<file path="src/hdl/tnn_pkg.sv">
`default_nettype none

package tnn_pkg;

    // ----------------------------------------------------------
    // Widths with a meaning
    // ----------------------------------------------------------
    typedef logic [31:0] wb_data_t;
    typedef logic [7:0]  wb_addr_t;   // Word address into 256 words.
    typedef logic [43:0] feat_vec_t;  // Feature k sits at bits 4k+3 down to 4k.
    typedef logic [2:0]  class_t;

    // ----------------------------------------------------------
    // Wishbone classic signal groups
    // ----------------------------------------------------------
    typedef struct packed {
        logic     cyc;
        logic     stb;
        logic     we;
        wb_addr_t adr;
        wb_data_t dat;
    } wb_req_t;

    typedef struct packed {
        logic     ack;
        wb_data_t dat;
    } wb_rsp_t;

    // Sample i uses words 2i and 2i+1, its class goes to RESULT_BASE+i.
    localparam wb_addr_t RESULT_BASE = 8'd128;

endpackage

`default_nettype wire

</file>
<file path="src/hdl/wb_arbiter.sv">
`timescale 1ns/1ps
`default_nettype none

module wb_arbiter (
    input  wire logic             clk,
    input  wire logic             rst,
    input  wire tnn_pkg::wb_req_t m0_req,
    input  wire tnn_pkg::wb_req_t m1_req,
    output tnn_pkg::wb_rsp_t      m0_rsp,
    output tnn_pkg::wb_rsp_t      m1_rsp,
    output tnn_pkg::wb_req_t      s_req,
    input  wire tnn_pkg::wb_rsp_t s_rsp
);
    import tnn_pkg::*;

    logic    owner;      // Master holding the grant.
    logic    last_win;   // Master served by the previous grant.
    logic    active;
    logic    pick;
    wb_req_t sel_req;

    // Both asking means the one not served last goes first.
    assign pick    = (m0_req.cyc && m1_req.cyc) ? !last_win : m1_req.cyc;
    assign sel_req = owner ? m1_req : m0_req;

    // ----------------------------------------------------------
    // Grant tracking
    // ----------------------------------------------------------
    always_ff @(posedge clk) begin
        if (rst) begin
            active   <= 1'b0;
            owner    <= 1'b0;
            last_win <= 1'b1;
        end else if (!active) begin
            if (m0_req.cyc || m1_req.cyc) begin
                active <= 1'b1;
                owner  <= pick;
            end
        end else if (!sel_req.cyc) begin
            active   <= 1'b0;   // Owner ended its cycle.
            last_win <= owner;
        end
    end

    // ----------------------------------------------------------
    // Routing
    // ----------------------------------------------------------
    assign s_req  = active ? sel_req : '0;
    assign m0_rsp = '{ack: active && !owner && s_rsp.ack, dat: s_rsp.dat};
    assign m1_rsp = '{ack: active && owner && s_rsp.ack, dat: s_rsp.dat};

endmodule

`default_nettype wire

</file>
<file path="config.mk">
export PLATFORM = sky130hd
export DESIGN_NAME = wb_arbiter
export DESIGN_NICKNAME = d
export VERILOG_FILES = /design/src/hdl/tnn_pkg.sv /design/src/hdl/wb_arbiter.sv
export SDC_FILE = /design/constraint.sdc
export NUM_CORES = 1
export LEC_CHECK = 0
export BUFFER_PORTS_ARGS = -buffer_cell sky130_fd_sc_hd__buf_4
export CORE_AREA = 2 2 90 92
export DETAILED_ROUTE_END_ITERATION = 10
export DIE_AREA = 0 0 92 94
export GPL_ROUTABILITY_DRIVEN = 0
export PLACE_DENSITY = 0.59
export SLEW_MARGIN = 20
export SYNTH_ARGS = -nofsm -noshare
export SYNTH_HDL_FRONTEND = slang
export SYNTH_SLANG_ARGS = --single-unit
</file>
<file path="constraint.sdc">
create_clock -name clk -period 1.6 [get_ports clk]
set_clock_uncertainty 0.15 [all_clocks]
set_input_delay 0.24 -clock clk [delete_from_list [all_inputs] [get_ports clk]]
set_output_delay 0.24 -clock clk [all_outputs]
set_load 0.005 [all_outputs]
</file>
-- Word-level counts from Yosys, hierarchy flattened
Index checks and enable logic that the tools add are counted.
- bits of input ports: 121
- word-level logic and storage cells: 21
- output and inout port bits: 109
- bits in registers: 3
- mux-type cells: 6
- bitwise operators: 2
- reduce and logical (&&, ||, !) cells: 10
- operator list (operator ; count):
    $mux 43 ; 2
    $logic_and 1x1->1 ; 5
    $mux 1 ; 4
    $reduce_and 2->1 ; 2
    $logic_not 1->1 ; 2
    $not 1->1 ; 2
    $logic_or 1x1->1 ; 1

-- Logic depth before layout (Yosys ltp)
- depth after elaboration: 3
- gate-level depth with buffers: 4
- gate-level depth less buffers: 3

-- Worst setup path after synthesis
OpenSTA, ideal clock, no wires.
- path kind: register -> output
- start point: reg owner
- end point: out s_req[17] (netlist bit)
- stages on the path, launching flop included: 5
- arrival: 0.916 ns
- required time: 1.210 ns
- setup slack: 0.294 ns
- path through: dfxtp_1 buf_4 buf_6 mux2i_1 nor2_1
- RTL lines (element ; RTL line ; RTL):
    from (decl) ; wb_arbiter.sv:16 ; logic owner;
    from (signal assigned) ; wb_arbiter.sv:37 ; owner <= pick;
    to (decl) ; wb_arbiter.sv:11 ; output tnn_pkg::wb_req_t s_req,

==> impl_metrics.ini <==
[clocking]
cts_hold_buffers = 0
clock_tree.root_cell = clkbuf_8
cts_max_path_buffers = 2
numCtsBuffers = 3
clk_pin_slew_worst_paths_ps = 30
cts_sinks = 3
htree_num_levels = 1
clock_latency_ps = 210
cts_tree = done

[worst_setup_path]
arrival_ps = 1270
worstSetupPathType = reg2out
critPathCaptureType = primary output
critPathMaxStageDelay_ps = 390
startpoint = owner$_SDFFE_PP0P_
critPathLaunchType = register
required_ps = 1210
crit_chain = buf_6 -> clkbuf_16 -> mux2i_1 -> nor2_1 -> buf_4
reg2reg_from = owner$_SDFFE_PP0P_
critical_path.slowest_cell = dfxtp_4
r2r_setup_slack_ps = 420
critPathMaxFanout = 5

[finish]
fill_cells = 839
fin_nets = 375
syn_to_final_growth_pct = 69.4
register_area_sq_um = 63.8
multi_input_area_sq_um = 698
n_antenna_cell = 0
drive_above_1_share_pct = 61.7

[power]
swShare_pct = 29.2
p_per_area_nw_per_um2 = 408
p_seq_share_pct = 10.0
leakage_nw = 1.04
power_mw = 0.874
pwr-share-clk_pct = 24.8
peakVddDrop_mv = 0.281
switching_power_mw = 0.255
p_comb_share_pct = 65.2
internal-power_mw = 0.619

[die]
die_h_um = 94
core_sq_um = 7610
die_width_um = 92
row_count = 32
ioPinCount = 230
die-area_sq_um = 8650
start_util_pct = 16.6

[timing]
slew_violations = 0
rsz0062_at_grt = true
fin_crit_ps = 1660
slew_headroom_pct = 86.6
timing.fmax_ghz = 0.604
setup_tns_ps = -517
finalCritPeriodShare_pct = 103
hold_violations = 0
setup_viol = 21
timing.final.ws_setup_ps = -55.7
max_slew.worst_pin.slew_ps = 201

[routing]
num_vias = 1323
routed_wl_mm = 4.49
drtIter0Drc = 39
top_layer_used = met4
route.detailed.drc = 0
antenna_left = 0
met2_length_mm = 2.38
wl_met3_um = 432
met1_length_mm = 1.53
wl_per_cell_um = 12.6
viasPerCell = 3.73
firstDrtPassIters = 4

[yosys]
synth_top_area_cell = buf_4
syn-cell-area_sq_um = 1260
synth_top_area_share_pct = 38.6
synthTopCellsByArea = buf_4 (39%), mux2i_1 (34%), nor2_1 (13%), dfxtp_1 (4.7%), buf_6 (1.8%)
synthMuxAreaShare_pct = 34.0
avgSynthCellArea_sq_um = 7.15
yosysWarnings = 0
synth_compound_area_share_pct = 3.17
ys_ff_latch = 3
postSynthCellCount = 177
yosys.area_share.adder_pct = 0
synth-xor-area-share_pct = 0
ys_seq_area_share_pct = 4.75
synth_fp_nets = 298
yosys.area_share.simple_pct = 15.1
synth_top_family_by_area = buffers and inverters
synth_cell_types = 17

[status]
status = complete, but fails checks
violations = setup timing

[grt]
grt_pass1_vias = 1296
grt_max_degree = 46
overflow = 0
antenna_found_initial = 0
grt_usage_pct = 8.97
grt_pass1_wl_mm = 6.18

[place]
dp_hpwl_mm = 3.30
portBuffers = 133
place_ws_ps = 127

[hold_path]
hp-class = in2reg
hold_path_startpoint = rst

[job]
max_cap_violations = 0
-- layout by cell type (no fill, tap or decap), types with 2 or more instances in the layout --
master	count
a21oi_1	2
buf_12	4
buf_4	136
buf_6	2
clkbuf_16	2
clkbuf_8	3
dfxtp_1	2
mux2i_1	38
mux2i_2	3
mux2i_4	2
nand2_1	3
nor2_1	45
-- worst paths after layout --
check,to,depth (start not counted)
min,active$_SDFF_PP0_,2
max reg2reg,last_win$_SDFFE_PP1P_,4
min reg2reg,last_win$_SDFFE_PP1P_,2
max,s_req[11],5
-- registers in the layout, indices dropped and copies added (netlist names) --
| signal | flops |
|---|---|
| active | 1 |
| last_win | 1 |
| owner | 1 |
-- per-layer routing --
layer,track usage (%),vias to the layer above
li1,-,662
met1,8.30,559
met2,18.0,76
met3,2.33,26
met4,4.35,0
met5,0,-
-- kinds of logic (layout without fill, tap and decap cells) --
kind of cell | count (synthesis) | in the layout
AOI/OAI and AO/OA | 6 | 6
DFF | 3 | 3
buffers and inverters | 75 | 151
muxes | 43 | 43
and+or+nand+nor | 50 | 50
-- layout make-up --
type,count,share of cell area [%]
Tap cell,102,5.95
Sequential cell,3,2.98
Multi-Input combinational cell,99,32.6
Clock buffer,4,2.10
Timing Repair Buffer,145,56.0
Inverter,2,0.350
-- power groups by stage --
| stage | registers [mW] | logic [mW] | clock network (mW) |
|---|---|---|---|
| 2_1_floorplan | 0.0863 | 0.323 | 0 |
| 3_3_place_gp | 0.0878 | 0.503 | 0 |
| 3_5_place_dp | 0.0880 | 0.510 | 0 |
| 4_1_cts | 0.0865 | 0.554 | 0.224 |
| 5_1_grt | 0.0884 | 0.619 | 0.235 |
| 6_report | 0.0876 | 0.570 | 0.216 |
-- cell usage after synthesis --
cell type,instances
a21oi_1,2
nand2_1,3
clkbuf_1,4
buf_2,2
inv_1,1
o21ai_1,1
a211oi_2,1
nand3_1,1
and3_1,1
nor2_1,45
buf_6,2
o211ai_1,1
dfxtp_1,3
mux2i_1,43
buf_4,65
o21ai_0,1
inv_2,1
-- critical path, delay by kind of cell (launching register included) --
| kind | cells | cell delay [ps] |
|---|---|---|
| simple gates | 1 | 70 |
| buf+inv | 3 | 410 |
| flops | 1 | 390 |
| mux | 1 | 180 |
-- what timing repair did --
action	in CTS	in global routing
cloned	2	2
setup buffers	4	1
setup endpoints to repair	42	35
pin swaps	0	5
resized for setup	4	8
-- through the flow --
| step | cells | util (%) | hold WS, ps | instance area (sq um) |
|---|---|---|---|---|
| finish | 355 | 28.2 | 58.1 | 2140 |
| global route | 355 | 28.2 | 52.6 | 2140 |
| CTS | 353 | 27.3 | 54.6 | 2070 |
| detailed placement | 343 | 25.3 | 276 | 1920 |
| global placement | 343 | 25.3 | 269 | 1920 |
| floorplan | 177 | - | 155 | 1260 |
(Power assumes the default switching activity.)
