===== config.mk =====
export PLATFORM = sky130hd
export DESIGN_NAME = batch_classifier
export DESIGN_NICKNAME = d
export VERILOG_FILES = /design/src/hdl/tnn_pkg.sv /design/src/hdl/batch_classifier.sv
export SDC_FILE = /design/constraint.sdc
export NUM_CORES = 1
export LEC_CHECK = 0
export BUFFER_PORTS_ARGS = -buffer_cell sky130_fd_sc_hd__buf_2
export CELL_PAD_IN_SITES_DETAIL_PLACEMENT = 1
export CELL_PAD_IN_SITES_GLOBAL_PLACEMENT = 2
export CORE_MARGIN = 1
export CORE_UTILIZATION = 29
export DETAILED_ROUTE_END_ITERATION = 10
export HOLD_SLACK_MARGIN = 0.02
export PLACE_DENSITY = 0.85
export SETUP_SLACK_MARGIN = 0.2
export SYNTH_ARGS = -nofsm -noshare
export SYNTH_HDL_FRONTEND = slang
export SYNTH_SLANG_ARGS = --single-unit

===== constraint.sdc =====
create_clock -name clk -period 4.2 [get_ports clk]
set_input_delay 0.42 -clock clk [delete_from_list [all_inputs] [get_ports clk]]
set_output_delay 0.42 -clock clk [all_outputs]
set_load 0.03 [all_outputs]

===== src/hdl/tnn_pkg.sv =====
`default_nettype none

package tnn_pkg;

    // ----------------------------------------------------------
    // Widths with a meaning
    // ----------------------------------------------------------
    typedef logic [31:0] wb_data_t;
    typedef logic [7:0]  wb_addr_t;   // Word address into 256 words.
    typedef logic [43:0] feat_vec_t;  // Feature k sits at bits 4k+3 down to 4k.
    typedef logic [2:0]  class_t;

    // ----------------------------------------------------------
    // Wishbone classic signal groups
    // ----------------------------------------------------------
    typedef struct packed {
        logic     cyc;
        logic     stb;
        logic     we;
        wb_addr_t adr;
        wb_data_t dat;
    } wb_req_t;

    typedef struct packed {
        logic     ack;
        wb_data_t dat;
    } wb_rsp_t;

    // Sample i uses words 2i and 2i+1, its class goes to RESULT_BASE+i.
    localparam wb_addr_t RESULT_BASE = 8'd128;

endpackage

`default_nettype wire


===== src/hdl/batch_classifier.sv =====
`timescale 1ns/1ps
`default_nettype none

module batch_classifier #(
    parameter int FEAT_CNT  = 11,
    parameter int FEAT_BITS = 4
) (
    input  wire logic              clk,
    input  wire logic              rst,
    input  wire logic              start,
    input  wire logic [6:0]        sample_cnt,
    output logic                   busy,
    output tnn_pkg::wb_req_t       bus_req,
    input  wire tnn_pkg::wb_rsp_t  bus_rsp,
    output tnn_pkg::feat_vec_t     feat,
    input  wire tnn_pkg::class_t   prediction
);
    import tnn_pkg::*;

    localparam int HI_BITS = FEAT_CNT*FEAT_BITS - $bits(wb_data_t);

    typedef enum logic [2:0] {
        st_idle,
        st_read_lo,
        st_read_hi,
        st_classify,
        st_write_res,
        st_next
    } state_t;

    state_t    state;
    logic      req_on;
    logic [5:0] idx;
    logic [6:0] remaining;
    wb_data_t  lo_word;
    feat_vec_t feat_q;
    class_t    result;
    wb_addr_t  adr;

    always_comb begin
        case (state)
            st_read_hi:   adr = {1'b0, idx, 1'b1};
            st_write_res: adr = RESULT_BASE + wb_addr_t'(idx);
            default:      adr = {1'b0, idx, 1'b0};
        endcase
    end

    assign bus_req = '{cyc: req_on, stb: req_on, we: state == st_write_res,
                       adr: adr, dat: wb_data_t'(result)};
    assign feat    = feat_q;

    // ----------------------------------------------------------
    // Sample sequencing
    // ----------------------------------------------------------
    always_ff @(posedge clk) begin
        if (rst) begin
            state     <= st_idle;
            req_on    <= 1'b0;
            busy      <= 1'b0;
            idx       <= '0;
            remaining <= '0;
        end else begin
            case (state)
                st_idle: begin
                    if (start) begin
                        busy      <= 1'b1;
                        idx       <= '0;
                        remaining <= sample_cnt;
                        state     <= st_next;
                    end
                end
                st_read_lo, st_read_hi, st_write_res: begin
                    if (!req_on) begin
                        req_on <= 1'b1;   // Raised one cycle after the last release.
                    end else if (bus_rsp.ack) begin
                        req_on <= 1'b0;
                        case (state)
                            st_read_lo: state <= st_read_hi;
                            st_read_hi: state <= st_classify;
                            default: begin
                                idx       <= idx + 6'd1;
                                remaining <= remaining - 7'd1;
                                state     <= st_next;
                            end
                        endcase
                    end
                end
                st_classify: state <= st_write_res;
                default: begin
                    if (remaining == '0) begin
                        busy  <= 1'b0;
                        state <= st_idle;
                    end else begin
                        state <= st_read_lo;
                    end
                end
            endcase
        end
    end

    always_ff @(posedge clk) begin
        if (state == st_read_lo && req_on && bus_rsp.ack) begin
            lo_word <= bus_rsp.dat;
        end
        if (state == st_read_hi && req_on && bus_rsp.ack) begin
            feat_q <= {bus_rsp.dat[HI_BITS-1:0], lo_word};
        end
        if (state == st_classify) begin
            result <= prediction;   // Network output for feat_q.
        end
    end

endmodule

`default_nettype wire


# ---- Word level (Yosys, flattened, before mapping)
# Index checks and enable logic that the tools add are counted.
# Widths: inputs -> output; s select.
dict set report totals {
  out_inout_bits 88
  reg_bits 97
}
dict set report classes {
  n_addsub 3
  n_bitwise 1
  mux 22
  eq_ne 8
  n_reduce_logical 14
}
# op count
set op_table {}
lappend op_table {{$mux 7} 4}
lappend op_table {{$mux 6} 4}
lappend op_table {{$pmux 8 s2} 1}
lappend op_table {{$pmux 7 s2} 1}
lappend op_table {{$pmux 6 s2} 1}
lappend op_table {{$mux 3} 3}
lappend op_table {{$pmux 3 s3} 1}
lappend op_table {{$add 8x6->8 const A} 1}
lappend op_table {{$ne 2x2->1 const B} 4}
lappend op_table {{$logic_not 7->1} 1}
lappend op_table {{$sub 7x1->7 const B} 1}
lappend op_table {{$add 6x1->6 const B} 1}
lappend op_table {{$eq 3x2->1 const B} 2}
lappend op_table {{$pmux 3 s2} 1}
lappend op_table {{$reduce_and 3->1} 2}
lappend op_table {{$mux 1} 5}
lappend op_table {{$reduce_and 5->1} 1}
lappend op_table {{$logic_and 1x1->1} 4}
lappend op_table {{$reduce_bool 2->1} 2}
lappend op_table {{$reduce_or 4->1} 1}
lappend op_table {{$eq 3x1->1 const B} 1}
lappend op_table {{$eq 3x3->1 const B} 1}
lappend op_table {{$logic_not 3->1} 1}
lappend op_table {{$reduce_or 3->1} 1}
lappend op_table {{other kinds (3)} 3}

# ---- Longest topological paths before layout
# Gate-level depths: netlist of run 1.
dict set report depth {
  word_depth 6
  mapped_depth 6
  depth_no_buf 6
}

# ---- Worst setup path after synthesis of run 1
# No wires, ideal clock.
dict set report synth_path {
  path_kind {register to register}
  from {reg state[2]}
  to {reg feat_q[0], in the netlist feat[0], enable pin}
  period_less_slack_ps 4275
  arrival_time_ps 3774
  path_buffers 1
  stages_incl_launch_ff 4
  t_required_ps 3700
  path_slack_ps -75
  path_cell_list {dfxtp_1 -> buf_6 -> or2b_1 -> nor3_1}
}
dict set report synth_via {
  elab_chain_cells 3
}
# item line_no
set synth_lines {}
lappend synth_lines {{start, declared} batch_classifier.sv:31} ;# state_t state;
lappend synth_lines {{start signal, assigned} batch_classifier.sv:57} ;# state <= st_idle;
lappend synth_lines {{start signal, assigned} batch_classifier.sv:69} ;# state <= st_next;
lappend synth_lines {{start signal, assigned} batch_classifier.sv:78} ;# st_read_lo: state <= st_read_hi;
lappend synth_lines {{$eq 3x2->1} batch_classifier.sv:105} ;# if (state == st_read_hi && req_on && bus_rsp.ack) begin
lappend synth_lines {{$logic_and 1x1->1 (2 in series)} batch_classifier.sv:105}
lappend synth_lines {{end signal, assigned} batch_classifier.sv:106} ;# feat_q <= {bus_rsp.dat[HI_BITS-1:0], lo_word};
lappend synth_lines {{end, declared} batch_classifier.sv:36} ;# feat_vec_t feat_q;
# No other way between the ends.
# A chain may end at the register's enable or synchronous reset.

==> summary.md, run 1 <==
| Metric | Value |
|---|---|
| Synth cell types | `49` |
| Row count | `41` |
| Setup CP Type | `register to output pin` |
| Post-route cell area | `~4700 sq um` |
| Initial Utilization | `0.2998` |
| Worst-margin pin slew | `roughly 0.87 ns` |
| Tmin final | `2.624 ns` |
| Setup Skew | `0.005803 ns` |
| Outcome | `finished clean` |
| Final hold viol count | `0` |
| H-tree depth | `3` |
| CP Cell Sequence | `or3b_1, mux2_2, buf_2` |
| DP Area | `4378 sq um` |
| Sequential share of power | `0.475` |
| Vias/cell | `roughly 4.4` |
| Clock share of power | `0.318` |
| Post-Syn Instances | `around 260` |
| Vias | `2365` |
| Relative slew slack | `0.4171` |
| Number of global-route vias before repair | `2341` |
| Critical path's slowest cell | `dfxtp_1` |
| Clock slew at reported path FFs | `around 0.060 ns` |
| PwrDens | `526.5 nW/um^2` |
| GP Congestion | `0.7495` |
| Die height | `roughly 120 um` |
| # nets final | `around 410` |
| Count of input and output buffers | `104` |
| CTS tree | `built` |
| P_leak | `1.833 nW` |
| Setup crit end kind | `output pin` |
| Critical Path Fanout Max | `17` |
| Hold buffer count at CTS | `0` |
| TNS Setup | `0 ns` |
| Number of detailed-route iterations in the first pass | `4` |
| Post-synth top area cell | `edfxtp_1` |
| RSZ-0062 raised after global routing | `no` |
| GR Overflow Total | `0` |
| Worst-Skew Late Latency | `0.34 ns` |
| Clk Tree Root Cell | `clkbuf_16` |
| CP Buf/Inv Count | `1` |
| Fraction of layout cells with a size suffix above 1 | `0.3569` |
| Total Wirelength | `just under 8000 um` |
| Required @ worst endpoint | `3.78 ns` |
| Maximum VDD drop | `about 0.17 mV` |
| Post-synth ARST share | `0` |
| GRT Overall Usage | `0.1219` |
| Total of max-cap violations | `0` |
| Hold WS | `between 0.2 and 0.3 ns` |
| # DRC | `0` |
| Placeable core area | `12670 sq um` |
| Nature of the critical path startpoint | `register` |
| I/O pin count | `134` |
| Hpwl dp | `5829 um` |
| Post-Place Setup Slack | `roughly 1.9 ns` |
| Fmax | `381.1 MHz` |
| N_diodes | `0` |
| DRT iter0 DRCs | `between 60 and 70` |
| Die area | `approximately 14000 sq um` |
| Area grow syn2layout | `22.66%` |
| Register area share after synthesis | `0.7194` |
| Clk buf depth | `2` |
| P_int | `1.725 mW` |
| Post-synth top flop | `edfxtp_1` |
| Max-slew violations | `0` |
| Core Util, Final | `0.3677` |
| Largest net degree at the start of global routing | `45` |
| Worst EP arrival | `2.20 ns` |
| DR WL/cell | `roughly 15 um` |
| Hold crit path type | `primary input to register` |
| DRT antenna net count | `0` |
| Setup WS post-layout | `1.576 ns` |
| Post-route clock period utilization | `0.6248` |
| Setup Fix Bufs, Post-CTS | `0` |
| Antenna violations before repair | `0` |
| Area contributors post-synth | `edfxtp_1, dfxtp_1, buf_4` |
| EDFF count, synth | `79` |
| Sw Share | `0.2970` |
| Global-route wire length before repair | `11960 um` |
| Top-area cell type share of the netlist area | `0.6245` |
| Die extent in x | `116.5 um` |
| Synth Register Bits | `97` |
| Mapped Area | `3799 sq um` |
| Net Sw Power | `728.5 uW` |
| Syn Area/Cell | `14.67 sq um` |
| Slowest stage delay, CP | `0.70 ns` |
| Comb pwr share | `0.207` |
| Finish-stage setup viols | `0` |
| Family with the most delay on the worst path | `flip-flops` |
| CTS Buf Count | `9` |
| Ys Warns | `0` |
| Sink Count | `97` |
| Number of gates resized after CTS | `0` |
| FILL cells | `1375` |
area by class of cell:
class,instances,area [sq um],share of cell area
clock buffer,9,225.2,0.04834
clock inverter,5,56.30,0.01208
inverter,13,48.80,0.01047
multi-input combinational,138,853.3,0.1831
sequential,97,2733,0.5865
tap,172,215.2,0.04619
timing repair buffer,105,528.0,0.1133
cells in the final DEF (no fill, tap or decap), drive strengths merged, types with 3 or more instances in the layout:
master and instances:
clkbuf 9, a311oi 3, mux2i 4, nand3 6, nor3 9, mux2 4
a21oi 9, nand2b 3, inv 14, a211oi 3, dfxtp 18, nor2 13
edfxtp 79, buf 105, clkinv 3, ha 3, nand2 12, conb 29
o21ai 8
registers in the layout, indices dropped and copies added (netlist names):
signal     flops
feat          44
req_on         1
state          3
remaining      7
idx            6
lo_word       32
busy           1
result         3
cells by family after synthesis:
| group | after synthesis | synth area share |
|---|---|---|
| xor gates and xnor gates | 1 | 0.004283 |
| other | 1 | 0.0009872 |
| adders and majority gates | 3 | 0.009882 |
| buffers and inverters | 52 | 0.08860 |
| and+or+nand+nor | 56 | 0.07939 |
| DFF | 97 | 0.7194 |
| muxes | 8 | 0.02240 |
| AOI/OAI and AO/OA | 41 | 0.07511 |
synth_stat cells, types with 2 or more instances:
cell        n
nor3_1      9
o21ai_0     6
dfxtp_1    18
edfxtp_1   79
nand2b_1    3
nand3_1     6
mux2_2      4
mux2i_1     4
a21oi_1     9
inv_1      13
buf_6       2
o21ai_1     2
a22oi_1     2
ha_1        3
nor2_1     12
buf_2       2
a41oi_1     2
a311oi_1    3
buf_4      33
o21a_2      2
a2bb2oi_1   2
o32ai_1     2
nand2_1    12
or2_2       2
a211oi_1    3
path summary, 6_finish.rpt:
path	slack [ns]	start	endpoint	depth (start not counted)
min	0.25	bus_rsp[29]	lo_word[29]$_DFFE_PP_	1
max reg2reg	1.93	state[0]$_SDFFE_PP0P_	lo_word[25]$_DFFE_PP_	3
min reg2reg	0.42	lo_word[7]$_DFFE_PP_	feat[7]$_DFFE_PP_	0
max	1.58	state[2]$_SDFFE_PP0P_	bus_req[33]	3
per-stage QoR:
step	total power, mW	std cells
detailed placement	1.702	525
finish	2.453	539
CTS	2.497	539
global route	2.577	539
global placement	1.673	525
floorplan	1.595	287
power by group through the flow:
stage	clock, mW	combinational [mW]	sequential (mW)
6_report	0.779	0.509	1.17
2_1_floorplan	0	0.438	1.16
4_1_cts	0.813	0.520	1.16
3_5_place_dp	0	0.517	1.18
5_1_grt	0.834	0.565	1.18
3_3_place_gp	0	0.495	1.18
routing by layer:
layer | share of wire | up-vias | GRT usage | wire length (um)
li1 | - | 1107 | - | -
met1 | 0.42 | 1134 | 0.1348 | 3333
met2 | 0.47 | 111 | 0.2055 | 3676
met3 | 0.092 | 13 | 0.05034 | 727
met4 | 0.016 | 0 | 0.05385 | 126
met5 | 0 | - | 0 | 0
No activity file was read; power rests on OpenSTA's default activity.
==> run 2: changes to the inputs <==
==> constraint.sdc (replaced) <==
create_clock -name clk -period 2.2 [get_ports clk]
set_input_delay 0.22 -clock clk [delete_from_list [all_inputs] [get_ports clk]]
set_output_delay 0.22 -clock clk [all_outputs]
set_load 0.03 [all_outputs]
==> run 2 against run 1 <==
Effect of this change:
- setup slack lost 1.3 ns
- global-route usage shrank 0.34 points
- utilization grew 0.41 points
- clock skew shrank 0.00054 ns
- critical path depth is the same
- sequential power grew 89%
- critical path type unchanged
- largest cell class unchanged
- largest power group unchanged
==> summary.md, run 2 (synthesis results as in run 1) <==
| Metric | Value |
|---|---|
| Placeable core area | `12670 sq um (unchanged)` |
| Count of input and output buffers | `104 (unchanged)` |
| Total Wirelength | `7778 um (was 7864 um)` |
| CTS Buf Count | `9 (unchanged)` |
| Worst-margin pin slew | `0.5902 ns (was 0.8722 ns)` |
| Required @ worst endpoint | `1.98 ns (was 3.78 ns)` |
| Final hold viol count | `0 (unchanged)` |
| CP Buf/Inv Count | `1 (unchanged)` |
| DP Area | `4427 sq um (was 4378 sq um)` |
| Row count | `41 (unchanged)` |
| Fin cells | `545 (was 539)` |
| R2R setup slack | `0.51 ns (was 1.93 ns)` |
| Fraction of layout cells with a size suffix above 1 | `0.3753 (was 0.3569)` |
| Most frequent cells in the layout | `buf_2, edfxtp_1, conb_1, dfxtp_1, inv_1 (unchanged)` |
| Outcome | `finished clean (unchanged)` |
| Nature of the critical path startpoint | `register (unchanged)` |
| DRT antenna net count | `0 (unchanged)` |
| Crit path from | `state[1]$_SDFFE_PP0P_ (was state[2]$_SDFFE_PP0P_)` |
| GP Congestion | `0.7476 (was 0.7495)` |
| Setup crit end kind | `output pin (unchanged)` |
| Sink Count | `97 (unchanged)` |
| TNS Setup | `0 ns (unchanged)` |
| # nets final | `417 (was 413)` |
| Setup CP Type | `register to output pin (unchanged)` |
| Number of global-route vias before repair | `2287 (was 2341)` |
| N_diodes | `0 (unchanged)` |
| Slowest stage delay, CP | `0.48 ns (was 0.70 ns)` |
| # DRC | `0 (unchanged)` |
| Critical path depth | `3 (unchanged)` |
| Core Util, Final | `0.3719 (was 0.3677)` |
| Clk buf depth | `2 (unchanged)` |
| Die area | `13560 sq um (unchanged)` |
| Finish-stage setup viols | `0 (unchanged)` |
| Fmax | `approximately 530 MHz` |
| Post-route cell area | `4712 sq um (was 4659 sq um)` |
| Inst Count DP | `528 (was 525)` |
| R2r startpoint | `state[1]$_SDFFE_PP0P_ (was state[0]$_SDFFE_PP0P_)` |
| Post-Place Setup Slack | `0.3745 ns (was 1.857 ns)` |
| Post-route clock period utilization | `0.8555` |
| Antenna violations before repair | `0 (unchanged)` |
| CP Cell Sequence | `or3b_4, mux2_2, buf_2 (was or3b_1, mux2_2, buf_2)` |
| Worst Setup EP | `bus_req[33] (unchanged)` |
| Clk Tree Root Cell | `clkbuf_16 (unchanged)` |
| Commonest non-fill, non-tap cell in the layout | `buf_2 (unchanged)` |
| H-tree depth | `3 (unchanged)` |
| Hold crit path type | `primary input to register (unchanged)` |
| Area grow syn2layout | `24.04% (was 22.66%)` |
| Die extent in x | `116.5 um (unchanged)` |
| Setup Skew | `0.005264 ns (was 0.005803 ns)` |
| P_leak | `1.843 nW (was 1.833 nW)` |
| Total of max-cap violations | `0 (unchanged)` |
| Maximum VDD drop | `0.3391 mV (was 0.1681 mV)` |
| Worst-Skew Late Latency | `0.34 ns (about the same)` |
| Setup WS post-layout | `0.3179 ns (was 1.576 ns)` |
| Initial Utilization | `0.2998 (unchanged)` |
| Largest net degree at the start of global routing | `45 (unchanged)` |
| Clock slew at reported path FFs | `0.07 ns (was 0.06 ns)` |
| Worst EP arrival | `1.66 ns (was 2.20 ns)` |
| Critical path's slowest cell | `or3b_4 (was dfxtp_1)` |
| Hold WS | `0.05539 ns (was 0.2544 ns)` |
| PwrDens | `987.0 nW/um^2 (was 526.5 nW/um^2)` |
| Relative slew slack | `0.6039 (was 0.4171)` |
| Tot Pwr | `4.651 mW (was 2.453 mW)` |
| Number of detailed-route iterations in the first pass | `4 (unchanged)` |
| Hpwl dp | `5854 um (was 5829 um)` |
| Reg-to-Reg End | `remaining[3]$_SDFFE_PP0P_ (was lo_word[25]$_DFFE_PP_)` |
| CTS tree | `built (unchanged)` |
| Hold buffer count at CTS | `0 (unchanged)` |
| Tmin final | `~1.9 ns` |
| Family with the most delay on the worst path | `simple AND/OR/NAND/NOR gates (was flip-flops)` |
| GRT Overall Usage | `0.1186 (was 0.1219)` |
| Global-route wire length before repair | `11720 um (was 11960 um)` |
| DRT iter0 DRCs | `92 (was 65)` |
| DR WL/cell | `14.27 um (was 14.59 um)` |
| Critical Path Fanout Max | `11 (was 17)` |
| Vias/cell | `4.275 (was 4.388)` |
| Max reg flops | `44 (unchanged)` |
| RSZ-0062 raised after global routing | `no (unchanged)` |
| GR Overflow Total | `0 (unchanged)` |
| Die height | `116.5 um (unchanged)` |
| Reg2Reg Depth | `4 (was 3)` |
| I/O pin count | `134 (unchanged)` |
| Vias | `2330 (was 2365)` |
| Max-slew violations | `0 (unchanged)` |
## run 2: layout make-up
type / count / area (sq um)
clock inverters: 5 / 40.04
fillers: 1386 / 7959
clock buffers: 11 / 232.7
repair buffers: 109 / 583.1
inverters: 13 / 48.80
multi-input cells: 138 / 855.8
flip-flops and latches: 97 / 2736
well taps: 172 / 215.2
## run 2: report_power, final
part           internal (mW)  switching [mW]
clock                  0.772           0.654
sequential              2.10           0.116
combinational          0.361           0.652
## run 2: routing by layer
layer / vias to the layer above / global-route usage / part of all wire
li1: 1120 / - / -
met1: 1090 / 0.1365 / 0.43
met2: 113 / 0.2020 / 0.47
met3: 7 / 0.03996 / 0.084
met4: 0 / 0.04872 / 0.013
met5: - / 0 / 0
## run 2: how the worst min path moves through the flow
stage / from / endpoint / slack [ns] / depth (start not counted)
after detailed placement: bus_rsp[22] / lo_word[22]$_DFFE_PP_ / 0.40 / 1
after floorplan: bus_rsp[0] / feat[32]$_DFFE_PP_ / 0.32 / 0
final: bus_rsp[22] / lo_word[22]$_DFFE_PP_ / 0.06 / 1
after CTS: prediction[0] / result[0]$_DFFE_PP_ / 0.04 / 1
after global placement: prediction[0] / result[0]$_DFFE_PP_ / 0.40 / 1
after global routing: bus_rsp[25] / lo_word[25]$_DFFE_PP_ / 0.04 / 1
## run 2: what timing repair did
action | 4_1_cts | 5_1_grt
pin swaps | 1 | 1
endpoints found under the setup margin | 8 | 5
resized for setup | 2 | 1
setup buffers | 0 | 1
==> run 3: changes to the inputs <==
--- a/config.mk
+++ b/config.mk
@@ -6,13 +6,11 @@
 export NUM_CORES = 1
 export LEC_CHECK = 0
 export BUFFER_PORTS_ARGS = -buffer_cell sky130_fd_sc_hd__buf_2
-export CELL_PAD_IN_SITES_DETAIL_PLACEMENT = 1
-export CELL_PAD_IN_SITES_GLOBAL_PLACEMENT = 2
 export CORE_MARGIN = 1
-export CORE_UTILIZATION = 29
+export CORE_UTILIZATION = 45
 export DETAILED_ROUTE_END_ITERATION = 10
 export HOLD_SLACK_MARGIN = 0.02
-export PLACE_DENSITY = 0.85
+export PLACE_DENSITY = 0.86
 export SETUP_SLACK_MARGIN = 0.2
 export SYNTH_ARGS = -nofsm -noshare
 export SYNTH_HDL_FRONTEND = slang
==> run 3 against run 2 <==
Effect of this change:
- fmax down 0.29%
- combinational power is essentially flat
- non-clock buffer count is 4 higher
- final area is 2.8% lower
- register-to-register slack worse by 0.08 ns
- die area shrank 35%
- sequential cell count is the same
- routed wire length fell by 11%
- setup slack worse by 0.0054 ns
- clock-buffer cell count decreased by 2
- critical path type unchanged
- largest cell class unchanged
==> summary.md, run 3 (synthesis results as in run 1) <==
| Metric | Value |
|---|---|
| GRT busiest layer | `met2 (unchanged)` |
| # DRC | `0 (unchanged)` |
| DRT iter0 DRCs | `75 (was 92)` |
| DP Area | `4335 sq um (was 4427 sq um)` |
| GP Congestion | `0.8831 (was 0.7476)` |
| Slowest stage delay, CP | `0.46 ns (was 0.48 ns)` |
| GR Overflow Total | `0 (unchanged)` |
| Setup WS post-layout | `0.3125 ns (was 0.3179 ns)` |
| Final hold viol count | `0 (unchanged)` |
| Post-route clock period utilization | `0.8580 (was 0.8555)` |
| Reg2Reg Depth | `4 (unchanged)` |
| Die extent in x | `93.88 um (was 116.5 um)` |
| Met1 usage | `0.2107 (was 0.1365)` |
| Hpwl dp | `4899 um (was 5854 um)` |
| Post-Place Setup Slack | `0.3659 ns (was 0.3745 ns)` |
| Max-slew violations | `0 (unchanged)` |
| Required @ worst endpoint | `1.98 ns (about the same)` |
| Setup Skew | `0.01261 ns (was 0.005264 ns)` |
| Commonest non-fill, non-tap cell in the layout | `buf_2 (unchanged)` |
| Fraction of layout cells with a size suffix above 1 | `0.3793 (was 0.3753)` |
| Initial Utilization | `0.4646 (was 0.2998)` |
| Routing usage on met3 | `0.04450 (was 0.03996)` |
| Inst Count DP | `460 (was 528)` |
| Maximum VDD drop | `0.6188 mV (was 0.3391 mV)` |
| Placeable core area | `8175 sq um (was 12670 sq um)` |
| Antenna violations before repair | `1 (was 0)` |
| PwrDens | `935.2 nW/um^2 (was 987.0 nW/um^2)` |
| CP Cell Sequence | `or3b_4, mux2_2, buf_2 (unchanged)` |
| Critical path's slowest cell | `or3b_4 (unchanged)` |
| Clock slew at reported path FFs | `0.09 ns (was 0.07 ns)` |
| Fin cells | `483 (was 545)` |
| Worst EP arrival | `1.67 ns (was 1.66 ns)` |
| Row count | `33 (was 41)` |
| Hold crit path type | `primary input to register (unchanged)` |
| Largest net degree at the start of global routing | `45 (unchanged)` |
| Area grow syn2layout | `20.59% (was 24.04%)` |
| # nets final | `421 (was 417)` |
| Most frequent cells in the layout | `buf_2, edfxtp_1, conb_1, dfxtp_1, inv_1 (unchanged)` |
| RSZ-0062 raised after global routing | `no (unchanged)` |
| CTS tree | `built (unchanged)` |
| Number of detailed-route iterations in the first pass | `4 (unchanged)` |
| Sink Count | `97 (unchanged)` |
| CTS Buf Count | `9 (unchanged)` |
| Max reg flops | `44 (unchanged)` |
| Nature of the critical path startpoint | `register (unchanged)` |
| I/O pin count | `134 (unchanged)` |
| DRT antenna net count | `0 (unchanged)` |
| Total of max-cap violations | `0 (unchanged)` |
| Critical Path Fanout Max | `11 (unchanged)` |
| Clk buf depth | `2 (unchanged)` |
| H-tree depth | `3 (unchanged)` |
| WHS Path Cells | `1 (unchanged)` |
| Die height | `93.88 um (was 116.5 um)` |
| Setup crit end kind | `output pin (unchanged)` |
| Number of global-route vias before repair | `2109 (was 2287)` |
| Tmin final | `1.888 ns (was 1.882 ns)` |
| P_leak | `1.835 nW (was 1.843 nW)` |
| DR WL/cell | `14.33 um (was 14.27 um)` |
| GRT Overall Usage | `0.1567 (was 0.1186)` |
| Post-route cell area | `4581 sq um (was 4712 sq um)` |
| Worst-margin pin slew | `0.5655 ns (was 0.5902 ns)` |
| Worst-Skew Late Latency | `0.35 ns (was 0.34 ns)` |
| Relative slew slack | `0.6205 (was 0.6039)` |
| Die area | `8813 sq um (was 13560 sq um)` |
| Finish-stage setup viols | `0 (unchanged)` |
| Total Wirelength | `6920 um (was 7778 um)` |
| Vias | `2400 (was 2330)` |
| Core Util, Final | `0.5603 (was 0.3719)` |
| Vias/cell | `4.969 (was 4.275)` |
| Setup CP Type | `register to output pin (unchanged)` |
| Clk Tree Root Cell | `clkbuf_8 (was clkbuf_16)` |
| Count of input and output buffers | `104 (unchanged)` |
| Fmax | `529.8 MHz (was 531.3 MHz)` |
| Routing usage on met2 | `0.2476 (was 0.2020)` |
| Global-route wire length before repair | `10320 um (was 11720 um)` |
| Outcome | `finished clean (unchanged)` |
## run 3: through the flow
stage	hold slack, ns	total power, mW	setup TNS [ns]
floorplan	0.3189	3.053	-4.609
global placement	0.3972	3.175	0
detailed placement	0.4011	3.207	0
CTS	0.02404	4.293	0
global route	0.02339	4.516	0
finish	0.04693	4.284	0
## run 3: worst max-delay path: cells and delay by family (launching register included)
kind                   cells  cell delay, ns
AND/OR/NAND/NOR            1            0.46
flip-flops                 1            0.40
multiplexers               1            0.29
buffers and inverters      1            0.18
## run 3: worst paths after layout
check                         from                         to  slack [ns]
max          state[1]$_SDFFE_PP0P_                bus_req[35]        0.31
min                    bus_rsp[13]      lo_word[13]$_DFFE_PP_        0.05
max reg2reg  state[0]$_SDFFE_PP0P_  remaining[3]$_SDFFE_PP0P_        0.43
min reg2reg   lo_word[6]$_DFFE_PP_          feat[6]$_DFFE_PP_        0.42
## run 3: layer usage
| layer | vias up | part of all wire |
|---|---|---|
| met5 | - | 0 |
| met3 | 6 | 0.080 |
| li1 | 1130 | - |
| met4 | 0 | 0.0066 |
| met2 | 118 | 0.47 |
| met1 | 1146 | 0.44 |
## run 3: timing repair
action	CTS	global route
pin swaps	0	0
setup endpoints to repair	8	7
hold endpoints to repair	0	2
hold buffers	0	2
resized for setup	3	1
setup buffers	1	3
## run 3: final cells by class
cell class	instances	area, sq um
repair buffers	113	618.1
well taps	105	131.4
clock inverters	7	61.31
diodes	1	2.502
multi-input cells	138	855.8
clock buffers	9	123.9
flip-flops and latches	97	2739
fillers	660	3595
inverters	13	48.80
## run 3: power breakdown
group / total, mW / switching (mW) / internal [mW]
Clock: 1.06 / 0.629 / 0.433
Sequential: 2.21 / 0.118 / 2.09
Combinational: 1.01 / 0.635 / 0.374
Total: 4.28 / 1.38 / 2.90
